`src/rtl/core_pkg.sv`:
```
`default_nettype none

package core_pkg;

	////////////////////
	// Sizes
	////////////////////
	localparam int XLEN        = 32;
	localparam int PC_W        = 12;		// Byte address of an instruction
	localparam int IM_WORDS    = 256;		// Instruction ROM depth
	localparam int IM_ADDR_W   = $clog2(IM_WORDS);
	localparam int DM_WORDS    = 1024;
	localparam int DM_ADDR_W   = $clog2(DM_WORDS);
	localparam int REG_COUNT   = 32;
	localparam int BHT_ENTRIES = 16;
	localparam int BHT_IDX_W   = $clog2(BHT_ENTRIES);
	localparam int BHT_TAG_W   = PC_W - 2 - BHT_IDX_W;	// PC bits above the index

	typedef logic [XLEN-1:0]              word_t;
	typedef logic [PC_W-1:0]              pc_t;
	typedef logic [DM_ADDR_W-1:0]         dm_addr_t;	// Word address
	typedef logic [$clog2(REG_COUNT)-1:0] reg_addr_t;
	typedef logic [XLEN/8-1:0]            byte_en_t;
	typedef logic [BHT_IDX_W-1:0]         bht_idx_t;

	////////////////////
	// Opcodes
	////////////////////
	localparam logic [6:0] OP_R      = 7'b0110011;
	localparam logic [6:0] OP_I      = 7'b0010011;
	localparam logic [6:0] OP_LUI    = 7'b0110111;
	localparam logic [6:0] OP_LOAD   = 7'b0000011;
	localparam logic [6:0] OP_STORE  = 7'b0100011;
	localparam logic [6:0] OP_BRANCH = 7'b1100011;
	localparam logic [6:0] OP_JAL    = 7'b1101111;

	typedef enum logic [2:0] {
		ALU_ADD, ALU_SUB, ALU_AND, ALU_OR, ALU_XOR, ALU_SLT, ALU_PASS_B
	} alu_op_e;

	typedef enum logic [1:0] {WB_PC4, WB_ALU, WB_IMM, WB_LOAD} wb_sel_e;

	// BR_NONE must stay zero, a cleared ctrl_t is then no branch
	typedef enum logic [2:0] {BR_NONE, BR_EQ, BR_NE, BR_LT, BR_GE} br_cond_e;

	typedef enum logic [1:0] {STRONG_NT, WEAK_NT, WEAK_T, STRONG_T} bht_cnt_e;

	////////////////////
	// Pipeline contents
	////////////////////
	typedef struct packed {
		alu_op_e  alu_op;
		logic     sel_op_b_imm;		// Operand B from immediate
		logic     reg_write;
		logic     mem_write;
		wb_sel_e  wb_sel;
		br_cond_e br_cond;
		logic     is_jump;			// JAL, resolved in decode
	} ctrl_t;

	typedef struct packed {
		logic  valid;
		pc_t   pc;
		word_t inst;
		logic  predicted;			// Fetch guessed taken
	} if_id_t;

	typedef struct packed {
		logic      valid;
		ctrl_t     ctrl;
		pc_t       pc;
		word_t     rs1_data;
		word_t     rs2_data;
		word_t     imm;
		reg_addr_t rd;
		logic      predicted;
	} id_exe_t;

	typedef struct packed {
		logic      valid;
		ctrl_t     ctrl;
		word_t     alu_res;		// Also the store address
		word_t     store_data;
		word_t     imm;
		reg_addr_t rd;
		pc_t       pc4;
	} exe_mem_t;

	typedef struct packed {
		logic      valid;
		ctrl_t     ctrl;
		word_t     alu_res;
		word_t     imm;
		reg_addr_t rd;
		pc_t       pc4;
	} mem_wb_t;

endpackage

`default_nettype wire

```
`src/rtl/regfile.sv`:
```
`timescale 1ns/1ps
`default_nettype none

module regfile (
	input  logic                CLK,
	input  logic                rst,
	input  logic                wr_en,
	input  core_pkg::reg_addr_t wr_addr,
	input  core_pkg::word_t     wr_data,
	input  core_pkg::reg_addr_t rd_addr_a,
	input  core_pkg::reg_addr_t rd_addr_b,
	output core_pkg::word_t     rd_data_a,
	output core_pkg::word_t     rd_data_b
);
	import core_pkg::*;

	word_t regs_q [REG_COUNT];

	// x0 reads zero, writeback of this cycle is visible to decode
	function automatic word_t read_port(reg_addr_t addr);
		if (addr == '0) return '0;
		if (wr_en && (wr_addr == addr)) return wr_data;
		return regs_q[addr];
	endfunction

	always_ff @(posedge CLK) begin
		if (rst) begin
			for (int i = 0; i < REG_COUNT; i++) begin
				regs_q[i] <= '0;
			end
		end else if (wr_en && (wr_addr != '0)) begin
			regs_q[wr_addr] <= wr_data;
		end
	end

	always_comb begin
		rd_data_a = read_port(rd_addr_a);
		rd_data_b = read_port(rd_addr_b);
	end

	// Writeback mux must never hand over an unknown
	assert property (@(posedge CLK) disable iff (rst)
		wr_en |-> !$isunknown(wr_data));

endmodule

`default_nettype wire

```
`config.mk`:
```
export PLATFORM = sky130hd
export DESIGN_NAME = regfile
export DESIGN_NICKNAME = d
export VERILOG_FILES = /design/src/rtl/core_pkg.sv /design/src/rtl/regfile.sv
export SDC_FILE = /design/constraint.sdc
export NUM_CORES = 2
export LEC_CHECK = 0
export BUFFER_PORTS_ARGS = -buffer_cell sky130_fd_sc_hd__buf_2
export CORE_UTILIZATION = 58
export CTS_CLUSTER_DIAMETER = 120
export CTS_CLUSTER_SIZE = 28
export DETAILED_ROUTE_END_ITERATION = 8
export HOLD_SLACK_MARGIN = 0.03
export PLACE_DENSITY_LB_ADDON = 0.15
export SLEW_MARGIN = 20
export SYNTH_ARGS = -nofsm -noshare
export SYNTH_HDL_FRONTEND = slang
export SYNTH_SLANG_ARGS = --single-unit
```
`constraint.sdc`:
```
create_clock -name CLK -period 1.9 [get_ports CLK]
set_clock_uncertainty 0.1 [all_clocks]
set_input_delay 0 -clock CLK [delete_from_list [all_inputs] [get_ports CLK]]
set_output_delay 0 -clock CLK [all_outputs]
set_load 0.02 [all_outputs]
```
==> impl_metrics.csv <==
group,metric,value,unit
outcome,status,"finished, violations left",
outcome,violations,"negative setup slack",
logic_synthesis,yosys-top-cells-count,"edfxtp_1 (1024), and2_1 (994), mux4_2 (381)",
pwr,total_leakage_power,23.5,nW
grt,grt_overflow,0,
logic_synthesis,synth_top_cell_area_share,0.555,
layout,fin_cells,5494,
clock_tree,cts_max_level,2,
floorplan,initial_core_util,0.590,
timing,setup_ws,-778,ps
logic_synthesis,synth_flop_cell,"edfxtp_1",
logic_synthesis,async_flop_share,0,
logic_synthesis,ys_types,57,
logic_synthesis,synth_edf_count,1024,
setup_path,crit_chain,"mux4_2 -> mux2i_4 -> a2111oi_4 -> nor3_2 -> a21oi_1 -> buf_4 -> buf_6",
routing,first_pass_iters,6,
routing,ant_nets,0,
floorplan,die_h,311,microns
logic_synthesis,ys_seq_area_frac,0.555,
setup_path,slowest_stage,"mux4_2",
place,dp_hpwl,138000,microns
layout,syn2layout_area_growth,18.4,%
logic_synthesis,syn_avg_cell_area,14.4,sq um
logic_synthesis,yosysWarnings,0,
timing,tightest_slew,992,ps
layout,seqCellArea,30700,sq um
layout,regMostFlops,"regs_q",
timing,fmax,373,MHz
setup_path,crit_arrival,2580,ps
timing,rsz0062_at_grt,"yes",
grt,grt_max_degree,43,
grt,grt_pass1_vias,39090,
layout,fin_nets,4285,
layout,reg_top3,"regs_q x1024",
job,maxCapViolations,0,
grt,grt_first_pass_wirelength,283000,microns
pwr,peakVddDrop,0.000862,V
setup_path,cp-end-kind,"output port",
routing,wl_per_cell,36.6,microns
min_path,hp-class,"input pin to flop",
routing,vias,39130,
pwr,power_density,725,nW/um^2
grt,grt_use_total,0.413,
grt,grt_antenna_before_repair,8,
clock_tree,cts_tree,"done",
layout,largest_reg_flops,1024,
timing,relSlewSlack,0.337,
layout,multiInputGateArea,24200,sq um
timing,period_share,1.41,
routing,routed_via_density,7.12,
timing,finalMaxSlewViolations,0,
layout,final_layout_size_suffix_gt1_frac,0.357,
clock_tree,cts_root_buf,"clkbuf_16",
logic_synthesis,synthTopCellsByArea,"edfxtp_1 (56%), mux4_2 (15%), and2_1 (11%)",
timing,fin_hold_ws,281,ps
floorplan,core_area,93900,sq um
layout,fillers,6405,
floorplan,dieWidth,311,microns
setup_path,cp.required,1800,ps
place,dp_slack,-901,ps
floorplan,dieArea,96700,sq um
setup_path,startpoint_type,"flop",
clock_tree,numCtsBuffers,42,
place,place_inst,5397,
logic_synthesis,synthMostInstantiatedCell,"edfxtp_1",
setup_path,cpPeakStageDelay,520,ps
routing,wirelength,201000,microns
place,portBuffers,113,
floorplan,io_pins,114,
clock_tree,clkTransAtPathRegs,120,ps
timing,min_period,2680,ps
clock_tree,cts_buffer_depth,3,
timing,setup-violations-final,64,
layout,fin_util,0.698,
timing,hold_viol,0,
routing,drt_iter0_markers,5492,
logic_synthesis,ys_seq_elements,1024,
routing,drc,0,
setup_path,crit_path_max_fanout,2,
clock_tree,cts_sinks,1024,
logic_synthesis,synth_top_cell_by_area,"edfxtp_1",
floorplan,rows,112,
setup_path,crit_type,"flop to output port",
logic_synthesis,synthCells,3843,
place,place_congestion,0.982,
logic_synthesis,synth_area,55400,sq um
path summary, 6_finish.rpt:
check / startpoint / to / slack, ps / cells past startpoint
worst max-delay path: regs_q[19][23]$_SDFFCE_PN0P_ / rd_data_b[23] / -780 / 7
worst min-delay path: wr_addr[0] / regs_q[9][30]$_SDFFCE_PN0P_ / 280 / 6
cell usage in the layout, fill, tap and decap left out, types with 21 or more instances in the layout:
master,netlist,routed
o221ai_1,39,39
a22oi_2,0,41
or2_2,32,32
edfxtp_1,1024,1024
a211oi_2,0,26
o22ai_1,57,55
buf_6,24,68
nor2_4,0,21
buf_2,71,45
buf_4,17,419
dlygate4sd3_1,0,33
a211oi_1,52,25
mux2i_1,238,223
nand2_1,53,39
a32o_2,0,27
clkbuf_16,0,45
buf_12,4,167
nor2_2,0,23
mux4_2,381,383
and2_1,994,994
conb_1,1,32
nor2b_1,25,23
nor2_1,74,30
mux2_2,64,64
o21ai_0,54,23
a22oi_1,79,38
logic make-up (layout without fill, tap and decap cells):
logic type      Yosys count  after routing  synth area share
buf+inv                 420            784            0.0369
flops                  1024           1024             0.555
compound gates          436            436            0.0573
mux                     685            685             0.212
other cells               1             34         0.0000677
xor+xnor                 10             10           0.00158
simple gates           1267           1267             0.137
critical path: cells and delay by family (launching register included):
kind | cells | cell delay [ps]
muxes | 2 | 830
DFF | 1 | 430
buffers and inverters | 2 | 300
and+or+nand+nor | 1 | 140
AOI/OAI and AO/OA | 2 | 220
repair_timing:
item / CTS / global route
endpoints found under the hold margin: 895 / 0
pin swaps: 139 / 48
gates resized for setup: 341 / 96
setup endpoints to repair: 64 / 280
hold buffers: 33 / 0
setup buffers: 24 / 3
stage by stage:
step / power, mW / setup TNS [ps] / instance area [sq um]
finish: 47.6 / -40610 / 65600
global route: 48.5 / -43200 / 65600
CTS: 47.1 / -41530 / 65100
detailed placement: 35.5 / -47530 / 62300
global placement: 35.3 / -44070 / 62300
floorplan: 31.3 / 0 / 55500
layout make-up:
cell class                      count  share of cell area
Timing Repair Buffer              735               0.120
Antenna cell                        2           0.0000763
Multi-Input combinational cell   2430               0.369
Inverter                            2            0.000115
Sequential cell                  1024               0.469
Clock inverter                      2            0.000592
Clock buffer                       45              0.0172
Tap cell                         1254              0.0239
metal layers:
| metal | part of all wire | track usage | wire [microns] |
|---|---|---|---|
| met5 | 0.00011 | 0 | 23 |
| met4 | 0.070 | 0.243 | 14000 |
| met1 | 0.35 | 0.542 | 70500 |
| met3 | 0.12 | 0.0779 | 23100 |
| met2 | 0.46 | 0.647 | 93100 |
power breakdown:
part	internal, mW	switching (mW)
Sequential	26.1	0.696
Clock	4.42	7.03
Combinational	4.23	5.12
Total	34.7	12.8
(Power assumes the default switching activity.)
