==> src/rtl/core_pkg.sv <==
`default_nettype none

package core_pkg;

	////////////////////
	// Sizes
	////////////////////
	localparam int XLEN        = 32;
	localparam int PC_W        = 12;		// Byte address of an instruction
	localparam int IM_WORDS    = 256;		// Instruction ROM depth
	localparam int IM_ADDR_W   = $clog2(IM_WORDS);
	localparam int DM_WORDS    = 1024;
	localparam int DM_ADDR_W   = $clog2(DM_WORDS);
	localparam int REG_COUNT   = 32;
	localparam int BHT_ENTRIES = 16;
	localparam int BHT_IDX_W   = $clog2(BHT_ENTRIES);
	localparam int BHT_TAG_W   = PC_W - 2 - BHT_IDX_W;	// PC bits above the index

	typedef logic [XLEN-1:0]              word_t;
	typedef logic [PC_W-1:0]              pc_t;
	typedef logic [DM_ADDR_W-1:0]         dm_addr_t;	// Word address
	typedef logic [$clog2(REG_COUNT)-1:0] reg_addr_t;
	typedef logic [XLEN/8-1:0]            byte_en_t;
	typedef logic [BHT_IDX_W-1:0]         bht_idx_t;

	////////////////////
	// Opcodes
	////////////////////
	localparam logic [6:0] OP_R      = 7'b0110011;
	localparam logic [6:0] OP_I      = 7'b0010011;
	localparam logic [6:0] OP_LUI    = 7'b0110111;
	localparam logic [6:0] OP_LOAD   = 7'b0000011;
	localparam logic [6:0] OP_STORE  = 7'b0100011;
	localparam logic [6:0] OP_BRANCH = 7'b1100011;
	localparam logic [6:0] OP_JAL    = 7'b1101111;

	typedef enum logic [2:0] {
		ALU_ADD, ALU_SUB, ALU_AND, ALU_OR, ALU_XOR, ALU_SLT, ALU_PASS_B
	} alu_op_e;

	typedef enum logic [1:0] {WB_PC4, WB_ALU, WB_IMM, WB_LOAD} wb_sel_e;

	// BR_NONE must stay zero, a cleared ctrl_t is then no branch
	typedef enum logic [2:0] {BR_NONE, BR_EQ, BR_NE, BR_LT, BR_GE} br_cond_e;

	typedef enum logic [1:0] {STRONG_NT, WEAK_NT, WEAK_T, STRONG_T} bht_cnt_e;

	////////////////////
	// Pipeline contents
	////////////////////
	typedef struct packed {
		alu_op_e  alu_op;
		logic     sel_op_b_imm;		// Operand B from immediate
		logic     reg_write;
		logic     mem_write;
		wb_sel_e  wb_sel;
		br_cond_e br_cond;
		logic     is_jump;			// JAL, resolved in decode
	} ctrl_t;

	typedef struct packed {
		logic  valid;
		pc_t   pc;
		word_t inst;
		logic  predicted;			// Fetch guessed taken
	} if_id_t;

	typedef struct packed {
		logic      valid;
		ctrl_t     ctrl;
		pc_t       pc;
		word_t     rs1_data;
		word_t     rs2_data;
		word_t     imm;
		reg_addr_t rd;
		logic      predicted;
	} id_exe_t;

	typedef struct packed {
		logic      valid;
		ctrl_t     ctrl;
		word_t     alu_res;		// Also the store address
		word_t     store_data;
		word_t     imm;
		reg_addr_t rd;
		pc_t       pc4;
	} exe_mem_t;

	typedef struct packed {
		logic      valid;
		ctrl_t     ctrl;
		word_t     alu_res;
		word_t     imm;
		reg_addr_t rd;
		pc_t       pc4;
	} mem_wb_t;

endpackage

`default_nettype wire

==> src/rtl/branch_predictor.sv <==
`timescale 1ns/1ps
`default_nettype none

module branch_predictor (
	input  logic          CLK,
	input  logic          rst,
	input  core_pkg::pc_t if_pc,
	input  logic          exe_valid_branch,
	input  core_pkg::pc_t exe_pc,
	input  core_pkg::pc_t exe_target,
	input  logic          exe_predicted,
	input  logic          exe_taken,
	output logic          if_prediction,
	output core_pkg::pc_t if_target,
	output logic          correction,
	output core_pkg::pc_t correct_pc
);
	import core_pkg::*;

	// Table, one entry per word-aligned PC slot
	logic [BHT_TAG_W-1:0] tag_q    [BHT_ENTRIES];
	pc_t                  target_q [BHT_ENTRIES];
	bht_cnt_e             cnt_q    [BHT_ENTRIES];
	logic [BHT_ENTRIES-1:0] valid_q;

	bht_idx_t             if_idx, exe_idx;
	logic [BHT_TAG_W-1:0] if_tag, exe_tag;
	logic                 if_hit, exe_hit;

	// Saturating step toward the resolved outcome
	function automatic bht_cnt_e step(bht_cnt_e cnt, logic taken);
		case (cnt)
			STRONG_NT: return taken ? WEAK_NT  : STRONG_NT;
			WEAK_NT:   return taken ? WEAK_T   : STRONG_NT;
			WEAK_T:    return taken ? STRONG_T : WEAK_NT;
			default:   return taken ? STRONG_T : WEAK_T;
		endcase
	endfunction

	////////////////////
	// Fetch lookup
	////////////////////
	assign if_idx = if_pc[2 +: BHT_IDX_W];
	assign if_tag = if_pc[PC_W-1 -: BHT_TAG_W];
	assign if_hit = valid_q[if_idx] && (tag_q[if_idx] == if_tag);

	assign if_prediction = if_hit && (cnt_q[if_idx] inside {WEAK_T, STRONG_T});
	assign if_target     = target_q[if_idx];

	////////////////////
	// Execute check
	////////////////////
	assign exe_idx = exe_pc[2 +: BHT_IDX_W];
	assign exe_tag = exe_pc[PC_W-1 -: BHT_TAG_W];
	assign exe_hit = valid_q[exe_idx] && (tag_q[exe_idx] == exe_tag);

	assign correction = exe_valid_branch && (exe_taken != exe_predicted);
	assign correct_pc = exe_taken ? exe_target : exe_pc + pc_t'(4);	// Redirect target

	// Counters and valid bits
	always_ff @(posedge CLK) begin
		if (rst) begin
			valid_q <= '0;
			for (int i = 0; i < BHT_ENTRIES; i++) begin
				cnt_q[i] <= WEAK_NT;
			end
		end else if (exe_valid_branch) begin
			valid_q[exe_idx] <= 1'b1;
			// New entry starts from the reset state
			cnt_q[exe_idx] <= exe_hit ? step(cnt_q[exe_idx], exe_taken)
			                          : step(WEAK_NT, exe_taken);
		end
	end

	// Tag and target install
	always_ff @(posedge CLK) begin
		if (exe_valid_branch) begin
			tag_q[exe_idx]    <= exe_tag;
			target_q[exe_idx] <= exe_target;
		end
	end

	// Core clears execute after a correction, so no second one can follow
	assert property (@(posedge CLK) disable iff (rst)
		correction |-> !$past(correction));

endmodule

`default_nettype wire

==> config.mk <==
export PLATFORM = sky130hd
export DESIGN_NAME = branch_predictor
export DESIGN_NICKNAME = d
export VERILOG_FILES = /design/src/rtl/core_pkg.sv /design/src/rtl/branch_predictor.sv
export SDC_FILE = /design/constraint.sdc
export NUM_CORES = 1
export LEC_CHECK = 0
export BUFFER_PORTS_ARGS = -buffer_cell sky130_fd_sc_hd__buf_4
export CORE_MARGIN = 2
export CORE_UTILIZATION = 55
export CTS_BUF_LIST = sky130_fd_sc_hd__clkbuf_8
export CTS_CLUSTER_DIAMETER = 120
export DETAILED_ROUTE_END_ITERATION = 6
export GPL_ROUTABILITY_DRIVEN = 0
export PLACE_DENSITY = 0.75
export SLEW_MARGIN = 40
export SYNTH_ARGS = -nofsm -noshare
export SYNTH_HDL_FRONTEND = slang
export SYNTH_SLANG_ARGS = --single-unit
==> constraint.sdc <==
create_clock -name CLK -period 7.7 [get_ports CLK]
set_input_delay 0 -clock CLK [delete_from_list [all_inputs] [get_ports CLK]]
set_output_delay 0 -clock CLK [all_outputs]
set_load 0.01 [all_outputs]
==> run summary <==
The flow ran to the end, and the final reports show no timing, DRC or antenna violations. The instance count along the most critical hold path is 5. The final antenna-violating net count came out at 0. The count of different cell masters after synthesis came out at 39. Of the cells placed in the final design, the portion with a size suffix greater than 1 is 32.2%.

The clock slew seen by the registers of the worst setup and hold paths is ~0.06 ns. The CTS tree is done. From synthesis to final layout, the design area changed by 13.4%. The number of warning messages in the yosys log is 0. The final core utilization came out at 63.5%. The final-report hold violation count is 0. After technology mapping, the gate count stands at ~760. The number of remaining DRC errors came out at 0. The routed via count came out at approximately 8,000. At the pin with the least slew margin, the transition time is 0.850 ns. The post-synthesis net count came out at about 810. The register bit total from synthesis came out at between 300 and 400.

The depth of the most critical reg-to-reg path came out at 8. The number of input and output port buffers inserted is between 60 and 70. The critical path is of the flop to flop type. The post-CTS setup repair buffer count came out at 0. The biggest fanout along the worst timing path came out at 16. In the final routed layout, each cell accounts on average for ~27 um. The number of inserted filler cells in the final layout is around 1,800. The max-capacitance violation count came out at 0. STA classifies the critical path startpoint as a flop. The via count of the first global-routing pass is around 8,300. The number of buffers on the longest clock path came out at 3. Summed over its instances, the top area cell type makes up about 66% of the synthesized netlist area. The horizontal extent of the die came out at around 170 um. The arrival time of data at the critical path endpoint came out at 3.44 ns.

The die outline area is between 20,000 and 30,000 sq um. Summed over all layers, the global routing overflow is 0. The mapped cell area is 14,600 sq um. In this run the core area contains 59 standard-cell rows. Of the synthesized area, sequential elements account for a little under 70%. The detailed-routing iteration count for the pre-antenna-repair pass came out at 5. Setup violations remaining at the end of the flow were counted as 0.

Including well taps, the total number of placed cells is roughly 1,100. Ranked by instance count, the synthesized netlist is headed by sky130_fd_sc_hd__edfxtp_1, sky130_fd_sc_hd__mux4_2, sky130_fd_sc_hd__nand2_1, sky130_fd_sc_hd__nor2_1, sky130_fd_sc_hd__clkbuf_1. The worst relative slew slack came out at between 40% and 50%. IR analysis of the VDD net gives a maximum drop of ~150 uV.

The H-tree was split into 2 levels. The biggest area contributor in the post-synthesis netlist is sky130_fd_sc_hd__edfxtp_1. Setup repair after global routing left no endpoint under its margin. For this configuration, the core starts out at a cell density of a little under three fifths. The post-route setup TNS is 0 ns. The required time of the critical path came out at ~8 ns.

The number of flops mapped to enable cells by yosys is between 300 and 400. In this run the clock root is driven by a sky130_fd_sc_hd__clkbuf_8. The initial antenna violation count is 0. The final clock skew came out at about 0.0086 ns. The ratio of total power to cell area came out at roughly 220 nW/um^2. The pin count of the biggest net entering global routing came out at 79. The HPWL after detailed placement is 19,400 um.

The kind of path behind the tightest hold check is input port to flop. The worst-skew pair later-pin latency came out at 0.57 ns. The clock sink count came out at between 300 and 400. The area of the placeable core is ~26,000 sq um.

For this run, the leading register cell type out of synthesis is sky130_fd_sc_hd__edfxtp_1. In this run the static leakage power is about 5.5 nW. The synthesized area per cell is between 15 and 20 sq um. Of all flip-flops after synthesis, the portion carrying an async set or reset was 0%. STA classifies the critical path endpoint as a flop. The repair_antennas step left the layout with diodes totalling 0. The wire length of the first global-routing pass is around 51,000 um. The overall global routing resource usage is roughly a quarter.

The count of nets after finishing came out at 913. The number of max-slew violations in the final report came out at 0. The via density per instance came out at 6.42. 67 I/O pins were placed. Yosys instantiated no cell more often than sky130_fd_sc_hd__edfxtp_1. Sorting the synthesized cells by area gives the leading types as sky130_fd_sc_hd__edfxtp_1, sky130_fd_sc_hd__mux4_2, sky130_fd_sc_hd__dfxtp_1. From bottom edge to top edge, the die measures about 170 um. The completed layout was analyzed and its total power is roughly 3.7 mW.

The period utilization came out at 41.2%. The clock buffer count from CTS is 52. Timing would allow up to 0.315 GHz. The final period demand of the worst path is between 3 and 4 ns. The routed design has 33,700 um of wire. Excluding fillers, the count of instances in the completed layout stands at approximately 1,200.

The number of DRC markers after the initial detailed-route iteration came out at slightly above 900.
-- logic make-up (layout without fill, tap and decap cells) --
group	count (synthesis)	count (layout)	share of synthesized area (%)
flip-flops	336	336	68.2
multiplexers	150	150	21.6
AND/OR/NAND/NOR	141	141	4.38
buffers and inverters	65	213	1.87
AO/OA/AOI/OAI	42	42	2.05
XOR/XNOR	24	24	1.44
adder cells (fa/ha/maj)	5	5	0.413
-- metal layers --
layer	vias to the layer above	wire length (um)	track usage, %
li1	3325	-	-
met5	-	0	0
met1	4170	12600	32.6
met3	84	2690	4.30
met2	415	17200	41.6
met4	0	1210	9.18
-- area by class of cell --
| cell class | count | area, sq um | area share [%] |
|---|---|---|---|
| multi-input cells | 362 | 4350 | 26.4 |
| clock buffers | 55 | 757 | 4.59 |
| flip-flops and latches | 336 | 9930 | 60.2 |
| clock inverters | 42 | 180 | 1.09 |
| well taps | 335 | 419 | 2.54 |
| inverters | 17 | 63.8 | 0.387 |
| repair buffers | 99 | 801 | 4.85 |
-- worst max-delay path: stages (launching register included) --
cell	delay, ns
sky130_fd_sc_hd__edfxtp_1	0.38
sky130_fd_sc_hd__mux4_2	0.51
sky130_fd_sc_hd__nand3b_1	0.10
sky130_fd_sc_hd__o311ai_0	0.17
sky130_fd_sc_hd__or4_1	0.60
sky130_fd_sc_hd__a221oi_2	0.46
sky130_fd_sc_hd__mux2i_1	0.24
sky130_fd_sc_hd__buf_4	0.27
sky130_fd_sc_hd__a211oi_1	0.13
-- worst paths after layout --
kind,startpoint,endpoint,slack (ns)
max reg2reg,tag_q[15][2],cnt_q[1][1],4.53
min,exe_pc[4],cnt_q[4][1],0.11
max,tag_q[15][2],cnt_q[1][1],4.53
min reg2reg,valid_q[12],valid_q[12],0.50
-- stage by stage --
| stage | instance area [sq um] | hold WS (ns) | setup slack (ns) |
|---|---|---|---|
| after detailed placement | 15400 | 0.311 | 4.30 |
| after floorplan | 14600 | 0.0989 | 4.82 |
| after global placement | 15400 | 0.286 | 4.35 |
| after global routing | 16500 | 0.0986 | 4.49 |
| final | 16500 | 0.110 | 4.53 |
| after CTS | 16500 | 0.0809 | 4.61 |
-- where the power goes --
| part | internal [mW] | total [mW] | switching (mW) |
|---|---|---|---|
| Sequential | 2.04 | 2.06 | 0.0143 |
| Combinational | 0.145 | 0.313 | 0.167 |
| Clock | 0.663 | 1.33 | 0.667 |
| Total | 2.85 | 3.70 | 0.848 |
-- registers in the layout (all words and copies together), names as in the netlist --
name and flops:
valid_q 16, tag_q 96, target_q 192, cnt_q 32
-- cell usage in the layout (no fill, tap or decap), types with 5 or more instances in the layout --
cell	n
sky130_fd_sc_hd__clkinv_1	14
sky130_fd_sc_hd__and3_1	5
sky130_fd_sc_hd__and2_1	6
sky130_fd_sc_hd__clkinv_2	5
sky130_fd_sc_hd__a211oi_1	6
sky130_fd_sc_hd__clkbuf_8	55
sky130_fd_sc_hd__a211oi_2	6
sky130_fd_sc_hd__mux2i_1	16
sky130_fd_sc_hd__nand2_1	56
sky130_fd_sc_hd__nor2_1	39
sky130_fd_sc_hd__inv_1	32
sky130_fd_sc_hd__nand2b_1	12
sky130_fd_sc_hd__inv_2	5
sky130_fd_sc_hd__xor2_1	16
sky130_fd_sc_hd__a21oi_1	5
sky130_fd_sc_hd__dlygate4sd3_1	20
sky130_fd_sc_hd__dfxtp_1	16
sky130_fd_sc_hd__buf_4	77
sky130_fd_sc_hd__nand3_1	8
sky130_fd_sc_hd__o21ai_0	14
sky130_fd_sc_hd__edfxtp_1	320
sky130_fd_sc_hd__xnor2_1	8
sky130_fd_sc_hd__nand4_1	5
sky130_fd_sc_hd__mux4_2	131
-- what timing repair did --
| item | CTS | global route |
|---|---|---|
| endpoints found under the setup margin | 0 | 0 |
| endpoints found under the hold margin | 308 | 0 |
| hold buffers | 20 | 0 |
| gates resized for setup | 0 | 0 |
(Power assumes the default switching activity.)
