<file path="src/rtl/core_pkg.sv">
`default_nettype none

package core_pkg;

	////////////////////
	// Sizes
	////////////////////
	localparam int XLEN        = 32;
	localparam int PC_W        = 12;		// Byte address of an instruction
	localparam int IM_WORDS    = 256;		// Instruction ROM depth
	localparam int IM_ADDR_W   = $clog2(IM_WORDS);
	localparam int DM_WORDS    = 1024;
	localparam int DM_ADDR_W   = $clog2(DM_WORDS);
	localparam int REG_COUNT   = 32;
	localparam int BHT_ENTRIES = 16;
	localparam int BHT_IDX_W   = $clog2(BHT_ENTRIES);
	localparam int BHT_TAG_W   = PC_W - 2 - BHT_IDX_W;	// PC bits above the index

	typedef logic [XLEN-1:0]              word_t;
	typedef logic [PC_W-1:0]              pc_t;
	typedef logic [DM_ADDR_W-1:0]         dm_addr_t;	// Word address
	typedef logic [$clog2(REG_COUNT)-1:0] reg_addr_t;
	typedef logic [XLEN/8-1:0]            byte_en_t;
	typedef logic [BHT_IDX_W-1:0]         bht_idx_t;

	////////////////////
	// Opcodes
	////////////////////
	localparam logic [6:0] OP_R      = 7'b0110011;
	localparam logic [6:0] OP_I      = 7'b0010011;
	localparam logic [6:0] OP_LUI    = 7'b0110111;
	localparam logic [6:0] OP_LOAD   = 7'b0000011;
	localparam logic [6:0] OP_STORE  = 7'b0100011;
	localparam logic [6:0] OP_BRANCH = 7'b1100011;
	localparam logic [6:0] OP_JAL    = 7'b1101111;

	typedef enum logic [2:0] {
		ALU_ADD, ALU_SUB, ALU_AND, ALU_OR, ALU_XOR, ALU_SLT, ALU_PASS_B
	} alu_op_e;

	typedef enum logic [1:0] {WB_PC4, WB_ALU, WB_IMM, WB_LOAD} wb_sel_e;

	// BR_NONE must stay zero, a cleared ctrl_t is then no branch
	typedef enum logic [2:0] {BR_NONE, BR_EQ, BR_NE, BR_LT, BR_GE} br_cond_e;

	typedef enum logic [1:0] {STRONG_NT, WEAK_NT, WEAK_T, STRONG_T} bht_cnt_e;

	////////////////////
	// Pipeline contents
	////////////////////
	typedef struct packed {
		alu_op_e  alu_op;
		logic     sel_op_b_imm;		// Operand B from immediate
		logic     reg_write;
		logic     mem_write;
		wb_sel_e  wb_sel;
		br_cond_e br_cond;
		logic     is_jump;			// JAL, resolved in decode
	} ctrl_t;

	typedef struct packed {
		logic  valid;
		pc_t   pc;
		word_t inst;
		logic  predicted;			// Fetch guessed taken
	} if_id_t;

	typedef struct packed {
		logic      valid;
		ctrl_t     ctrl;
		pc_t       pc;
		word_t     rs1_data;
		word_t     rs2_data;
		word_t     imm;
		reg_addr_t rd;
		logic      predicted;
	} id_exe_t;

	typedef struct packed {
		logic      valid;
		ctrl_t     ctrl;
		word_t     alu_res;		// Also the store address
		word_t     store_data;
		word_t     imm;
		reg_addr_t rd;
		pc_t       pc4;
	} exe_mem_t;

	typedef struct packed {
		logic      valid;
		ctrl_t     ctrl;
		word_t     alu_res;
		word_t     imm;
		reg_addr_t rd;
		pc_t       pc4;
	} mem_wb_t;

endpackage

`default_nettype wire

</file>
<file path="src/rtl/decoder.sv">
`timescale 1ns/1ps
`default_nettype none

module decoder (
	input  core_pkg::word_t inst,
	output core_pkg::ctrl_t ctrl,
	output core_pkg::word_t imm
);
	import core_pkg::*;

	logic [6:0] opcode;
	logic [2:0] funct3;
	logic [6:0] funct7;
	word_t      imm_i, imm_s, imm_b, imm_u, imm_j;

	assign opcode = inst[6:0];
	assign funct3 = inst[14:12];
	assign funct7 = inst[31:25];

	// Immediate formats, all sign extended from bit 31
	assign imm_i = {{20{inst[31]}}, inst[31:20]};
	assign imm_s = {{20{inst[31]}}, inst[31:25], inst[11:7]};
	assign imm_b = {{19{inst[31]}}, inst[31], inst[7], inst[30:25], inst[11:8], 1'b0};
	assign imm_u = {inst[31:12], 12'b0};
	assign imm_j = {{11{inst[31]}}, inst[31], inst[19:12], inst[20], inst[30:21], 1'b0};

	always_comb begin
		// NOP unless matched below
		ctrl.alu_op       = ALU_PASS_B;
		ctrl.sel_op_b_imm = 1'b0;
		ctrl.reg_write    = 1'b0;
		ctrl.mem_write    = 1'b0;
		ctrl.wb_sel       = WB_ALU;
		ctrl.br_cond      = BR_NONE;
		ctrl.is_jump      = 1'b0;
		imm               = '0;

		case (opcode)
			OP_R: begin
				ctrl.reg_write = 1'b1;
				case ({funct7, funct3})
					{7'h00, 3'h0}: ctrl.alu_op = ALU_ADD;
					{7'h20, 3'h0}: ctrl.alu_op = ALU_SUB;
					{7'h00, 3'h7}: ctrl.alu_op = ALU_AND;
					{7'h00, 3'h6}: ctrl.alu_op = ALU_OR;
					{7'h00, 3'h4}: ctrl.alu_op = ALU_XOR;
					{7'h00, 3'h2}: ctrl.alu_op = ALU_SLT;
					default:       ctrl.reg_write = 1'b0;	// Unsupported R-type
				endcase
			end
			OP_I: begin
				if (funct3 == 3'h0) begin	// ADDI only
					ctrl.alu_op       = ALU_ADD;
					ctrl.sel_op_b_imm = 1'b1;
					ctrl.reg_write    = 1'b1;
					imm               = imm_i;
				end
			end
			OP_LUI: begin
				ctrl.sel_op_b_imm = 1'b1;
				ctrl.reg_write    = 1'b1;
				ctrl.wb_sel       = WB_IMM;
				imm               = imm_u;
			end
			OP_LOAD: begin
				if (funct3 == 3'h2) begin	// LW
					ctrl.alu_op       = ALU_ADD;
					ctrl.sel_op_b_imm = 1'b1;
					ctrl.reg_write    = 1'b1;
					ctrl.wb_sel       = WB_LOAD;
					imm               = imm_i;
				end
			end
			OP_STORE: begin
				if (funct3 == 3'h2) begin	// SW
					ctrl.alu_op       = ALU_ADD;
					ctrl.sel_op_b_imm = 1'b1;
					ctrl.mem_write    = 1'b1;
					imm               = imm_s;
				end
			end
			OP_BRANCH: begin
				ctrl.alu_op = ALU_SUB;
				imm         = imm_b;
				case (funct3)
					3'h0:    ctrl.br_cond = BR_EQ;
					3'h1:    ctrl.br_cond = BR_NE;
					3'h4:    ctrl.br_cond = BR_LT;
					3'h5:    ctrl.br_cond = BR_GE;
					default: ctrl.br_cond = BR_NONE;	// Unsigned forms not decoded
				endcase
			end
			OP_JAL: begin
				ctrl.is_jump   = 1'b1;
				ctrl.reg_write = 1'b1;
				ctrl.wb_sel    = WB_PC4;	// Link address
				imm            = imm_j;
			end
			default: ;
		endcase
	end

endmodule

`default_nettype wire

</file>
<file path="config.mk">
export PLATFORM = sky130hd
export DESIGN_NAME = decoder
export DESIGN_NICKNAME = d
export VERILOG_FILES = /design/src/rtl/core_pkg.sv /design/src/rtl/decoder.sv
export SDC_FILE = /design/constraint.sdc
export NUM_CORES = 1
export LEC_CHECK = 0
export ABC_CLOCK_PERIOD_IN_PS = 4600
export BUFFER_PORTS_ARGS = -buffer_cell sky130_fd_sc_hd__clkbuf_2
export CORE_MARGIN = 3
export CORE_UTILIZATION = 41
export DETAILED_ROUTE_END_ITERATION = 6
export GPL_TIMING_DRIVEN = 1
export PLACE_DENSITY_LB_ADDON = 0.15
export SYNTH_ARGS = -nofsm -noshare
export SYNTH_HDL_FRONTEND = slang
export SYNTH_SLANG_ARGS = --single-unit
</file>
<file path="constraint.sdc">
create_clock -name vclk -period 4.6
set_input_delay 0.92 -clock vclk [all_inputs]
set_output_delay 0.92 -clock vclk [all_outputs]
set_load 0.05 [all_outputs]
</file>
==> results of run 1 <==
[cell type report]
type                            instances  area (um2)
Fill cell                             158       618.1
Timing Repair Buffer                   76       380.4
Tap cell                               25       31.28
Multi-Input combinational cell         99       700.7
Inverter                                4       15.01
[kinds of logic (layout without fill, tap and decap cells)]
kind of cell           count (synthesis)  in the layout  share of synthesized area
buffers and inverters                 13             80                    0.09384
AND/OR/NAND/NOR                       52             52                     0.4078
XOR/XNOR                               3              3                    0.03399
multiplexers                           1              1                    0.01295
AO/OA/AOI/OAI                         43             43                     0.4515
[cells in the final DEF (no fill, tap or decap), types with 4 or more instances in the layout]
cell type  instances
a22o_1             4
nand2_1           10
nor2b_1            4
and2_1             6
clkbuf_2          76
a21o_1            19
inv_1              4
nand3_1            4
nor3_1             5
nor2_1             8
[synthesized netlist by cell type, drive strengths merged]
cell type / instances
nor4: 1
a21oi: 4
xor2: 1
nor3: 6
nor2: 8
a21o: 19
a31o: 1
buf: 9
nand4: 2
inv: 4
o31ai: 2
a31oi: 2
and4bb: 1
nand3: 4
o211a: 1
a22o: 4
nor2b: 4
nand2: 10
and4b: 1
o22a: 1
nand4b: 1
and3: 1
nor3b: 3
a2bb2oi: 1
o22ai: 1
xnor2: 2
o21a: 1
and4: 3
mux2i: 1
o21ai: 3
o211ai: 3
and2: 7
[layer usage]
metal / part of all wire / global-route usage / vias to the layer above
met4: 0 / 0.01382 / 0
met1: 0.43 / 0.2701 / 500
met3: 0.083 / 0.01223 / 0
met5: 0 / 0 / -
met2: 0.49 / 0.4040 / 55
li1: - / - / 556
[power breakdown]
part | switching (mW) | total (mW) | leakage [nW] | internal [mW]
clock | 0 | 0 | 0 | 0
combinational | 0.0409 | 0.0637 | 0.752 | 0.0229
sequential | 0 | 0 | 0 | 0
[path summary, 6_finish.rpt]
path | from | end | slack, ns | cells after the start
worst max-delay path | inst[4] | imm[13] | 1.26 | 6
worst min-delay path | inst[17] | imm[17] | 2.27 | 3
[critical path: cells and delay by family]
| kind | cells | cell delay, ns |
|---|---|---|
| AND/OR/NAND/NOR | 2 | 0.62 |
| AO/OA/AOI/OAI | 2 | 0.43 |
| buffers and inverters | 2 | 0.45 |
==> summary.txt, run 1 <==
Post-Syn Instances: 112
Fin Hold WS: 2.269 ns
CP max stage delay: 0.35 ns
Mapped cell area: 773.2 um2
Starting DRT DRC Count: 17
Max capacitance violation total: 0
Crit path cell chain: clkbuf_2 -> and4b_1 -> nand3_1 -> a21oi_4 -> a21o_1 -> clkbuf_2
Post-Syn Nets: 144
Crit path launch type: input pin
Fin cells: 204
IO Port Bufs: 76
Synth top area cells: a21o_1 (18%), and2_1 (4.9%), nand2_1 (4.9%), a22o_1 (4.5%), buf_2 (4.5%)
Setup CP Type: input pin to output port
CLK BUF: 0
Worst Path Max Fanout: 13
Via-to-Cell Ratio: 5.446
Slew margin rel.: 0.6979
Ant. Diodes: 0
CORE AREA: 1745 um2
WP data arrival: 2.42 ns
Utilization after layout: 0.6459
Syn Area/Cell: 6.904 um2
Outcome: finished clean
Worst path most repeated cell: clkbuf_2
Slowest CP cell: and4b_1
Final Hold Vio Count: 0
DRC viols: 0
Overall routed net length: 2.603 mm
Register area: 0 um2
Post-synthesis sequential area ratio: 0
Post-route cell area: 1127 um2
Peak Freq: 0.2993 GHz
Global route overflow: 0
Placement Setup Slack: 1.257 ns
Post-route minimum period: 3.341 ns
WL/cell: 12.76 um
GRT Util Overall: 0.2124
Post-route setup slack: 1.259 ns
Largest net degree at the start of global routing: 15
Antenna viol nets, final: 0
Sequential cell count: 0
Cell row count: 15
Placed instance count: 204
RSZ-0062 raised after global routing: false
Worst VDD drop: 0.00004064 V
Layout cells sized above 1: 0.4749
Post-synth top area share: 0.1845
TNS Setup: 0 ns
Pwr dens: 56.53 nW/um2
Synth warn: 0
Slew Limit Fails: 0
Area delta synth->final: 45.79%
DRT Pass-1 Iters: 4
Least-Margin Pin Slew: 0.4522 ns
HPWL Detailed: 2.208 mm
Final setup viols: 0
Setup bufs post-CTS: 0
# IOs: 76
Initial antenna violation count: 0
Vias: 1111
Leak: 0.7524 nW
Number of cells upsized or downsized after cts: 0
Die X-Extent: 49.43 um
Tcrit/Tclk final: 0.7263
Vias in the first global route: 1028
Die area: 2443 um2
Yosys cell types: 40
DP Area: 1127 um2
Critical path required time: 3.68 ns
Post-CTS Hold Buffers: 0
HP Class: input pin to output port
First-pass GRT wire length: 4.450 mm
Initial Util: 0.4430
Area leader, netlist: a21o_1
Critical Path Sink Type: output port
RePlAce Congestion: 0.7585
Nets: 213
Die height: 49.43 um
Total Power: 0.06373 mW
(Power assumes the default switching activity.)
==> inputs of run 2 (changes only) <==
--- a/config.mk
+++ b/config.mk
@@ -5,10 +5,10 @@
 export SDC_FILE = /design/constraint.sdc
 export NUM_CORES = 1
 export LEC_CHECK = 0
-export ABC_CLOCK_PERIOD_IN_PS = 4600
+export ABC_CLOCK_PERIOD_IN_PS = 3200
 export BUFFER_PORTS_ARGS = -buffer_cell sky130_fd_sc_hd__clkbuf_2
 export CORE_MARGIN = 3
-export CORE_UTILIZATION = 41
+export CORE_UTILIZATION = 38
 export DETAILED_ROUTE_END_ITERATION = 6
 export GPL_TIMING_DRIVEN = 1
 export PLACE_DENSITY_LB_ADDON = 0.15
==> constraint.sdc (replaced) <==
create_clock -name vclk -period 3.2
set_input_delay 0.64 -clock vclk [all_inputs]
set_output_delay 0.64 -clock vclk [all_outputs]
set_load 0.05 [all_outputs]
==> run 2 against run 1 <==
Net effect: die area up 6.9%; final area unchanged; final cell count is the same; largest power group unchanged; highest routed layer is now met4.
==> summary.txt, run 2 (same netlist as run 1, synthesis figures left out) <==
Outcome: finished clean
Sequential cell count: 0 (unchanged)
# IOs: 76 (unchanged)
CP max stage delay: 0.36 ns (about the same)
Crit path cell chain: clkbuf_2 -> and4b_1 -> nand3_1 -> a21oi_4 -> a21o_1 -> clkbuf_2
HP Class: input pin to output port
Nets: 213 (unchanged)
Initial antenna violation count: 0 (unchanged)
Post-route minimum period: 2.790 ns
Worst Path Max Fanout: 13 (unchanged)
Die X-Extent: 51.11 um (+3.4%)
WP data arrival: 2.15 ns (-0.27 ns)
Critical Path Sink Type: output port
GRT Util Overall: 0.2032 (-0.009236)
Starting DRT DRC Count: 15 (-2)
Worst path most repeated cell: clkbuf_2
First-pass GRT wire length: 4.326 mm (-2.8%)
IO Port Bufs: 76 (unchanged)
Final setup viols: 0 (unchanged)
Area delta synth->final: 45.79% (unchanged)
Placement Setup Slack: 0.4211 ns (-0.8357 ns)
Slowest CP cell: and4b_1
CORE AREA: 1821 um2 (+4.3%)
DRC viols: 0 (unchanged)
Most common cell after layout, fill and taps aside: clkbuf_2
Crit path launch type: input pin
Via-to-Cell Ratio: 5.201 (-4.5%)
Slew Limit Fails: 0 (unchanged)
Number of cells upsized or downsized after cts: 0 (unchanged)
Antenna viol nets, final: 0 (unchanged)
Cell row count: 15 (unchanged)
RePlAce Congestion: 0.7761 (+2.3%)
Slew margin rel.: 0.6942 (-0.003671)
Max capacitance violation total: 0 (unchanged)
Final Hold Vio Count: 0 (unchanged)
Setup bufs post-CTS: 0 (unchanged)
Least-Margin Pin Slew: 0.4577 ns (+0.005496 ns)
Crit path buf inv count: 2 (unchanged)
Die area: 2612 um2 (+6.9%)
Worst VDD drop: 0.00004417 V (+8.7%)
Post-CTS Hold Buffers: 0 (unchanged)
DP Area: 1127 um2 (unchanged)
Leak: 0.7524 nW (unchanged)
Area of the multi-input gates: 700.7 um2 (unchanged)
Fill cell count: 193 (+22%)
Ant. Diodes: 0 (unchanged)
Tcrit/Tclk final: 0.8717
Vias: 1061 (-4.5%)
Initial Util: 0.4247 (-0.01827)
Most frequent cells in the layout: clkbuf_2 (76), a21o_1 (19), nand2_1 (10)
Post-route setup slack: 0.4105 ns (-0.8483 ns)
CP delay by family, top: simple AND/OR/NAND/NOR gates
Vias in the first global route: 996 (-3.1%)
Overall routed net length: 2.630 mm (+1.0%)
Post-route cell area: 1127 um2 (unchanged)
Setup CP Type: input pin to output port
WL/cell: 12.89 um (+1.0%)
CLK BUF: 0 (unchanged)
Critical path required time: 2.56 ns (-1.12 ns)
Peak Freq: 0.3585 GHz
Register area: 0 um2 (unchanged)
Die height: 51.11 um (+3.4%)
Global route overflow: 0 (unchanged)
Pwr dens: 81.08 nW/um2 (+43%)
Largest net degree at the start of global routing: 15 (unchanged)
HPWL Detailed: 2.230 mm (+1.0%)
TNS Setup: 0 ns (unchanged)
RSZ-0062 raised after global routing: false
DRT Pass-1 Iters: 4 (unchanged)
Layout cells sized above 1: 0.4749 (unchanged)
==> run 2: cell counts in the layout (fill, tap and decap cells not counted) <==
Identical to the previous run, type by type.
==> run 2: final timing paths <==
kind,endpoint,start,depth (start not counted)
worst max-delay path,imm[21],inst[4],6
worst min-delay path,imm[31],inst[0],4
==> run 2: layout make-up <==
| class | count | area share |
|---|---|---|
| Multi-Input combinational cell | 99 | 0.6215 |
| Timing Repair Buffer | 76 | 0.3374 |
| Tap cell | 25 | 0.02775 |
| Inverter | 4 | 0.01332 |
==> run 2: tightest hold or removal path, stage by stage <==
cell and delay, ns:
clkbuf_2 0.11, nand3_1 0.07, a31oi_1 0.04, clkbuf_2 0.22
==> run 2: where the power goes <==
part / total [mW] / switching (mW) / internal [mW]
Combinational: 0.0914 / 0.0585 / 0.0329
Clock: 0 / 0 / 0
Sequential: 0 / 0 / 0
Total: 0.0914 / 0.0585 / 0.0329
==> run 2: metal layers <==
metal | share of wire | up-vias | global-route usage
li1 | - | 555 | -
met2 | 0.54 | 35 | 0.4099
met4 | 0.0084 | 0 | 0.01345
met5 | 0 | - | 0
met3 | 0.052 | 2 | 0.005831
met1 | 0.40 | 469 | 0.2417
==> run 2: per-stage QoR <==
step | utilization | std cells | hold WS [ns] | total power, mW
2_1_floorplan | - | 112 | 1.512 | 0.05740
3_3_place_gp | 0.6192 | 204 | 1.711 | 0.08889
3_5_place_dp | 0.6192 | 204 | 1.718 | 0.09102
4_1_cts | 0.6192 | 204 | 1.718 | 0.09139
5_1_grt | 0.6192 | 204 | 1.731 | 0.09945
6_report | 0.6192 | 204 | 1.717 | 0.09140
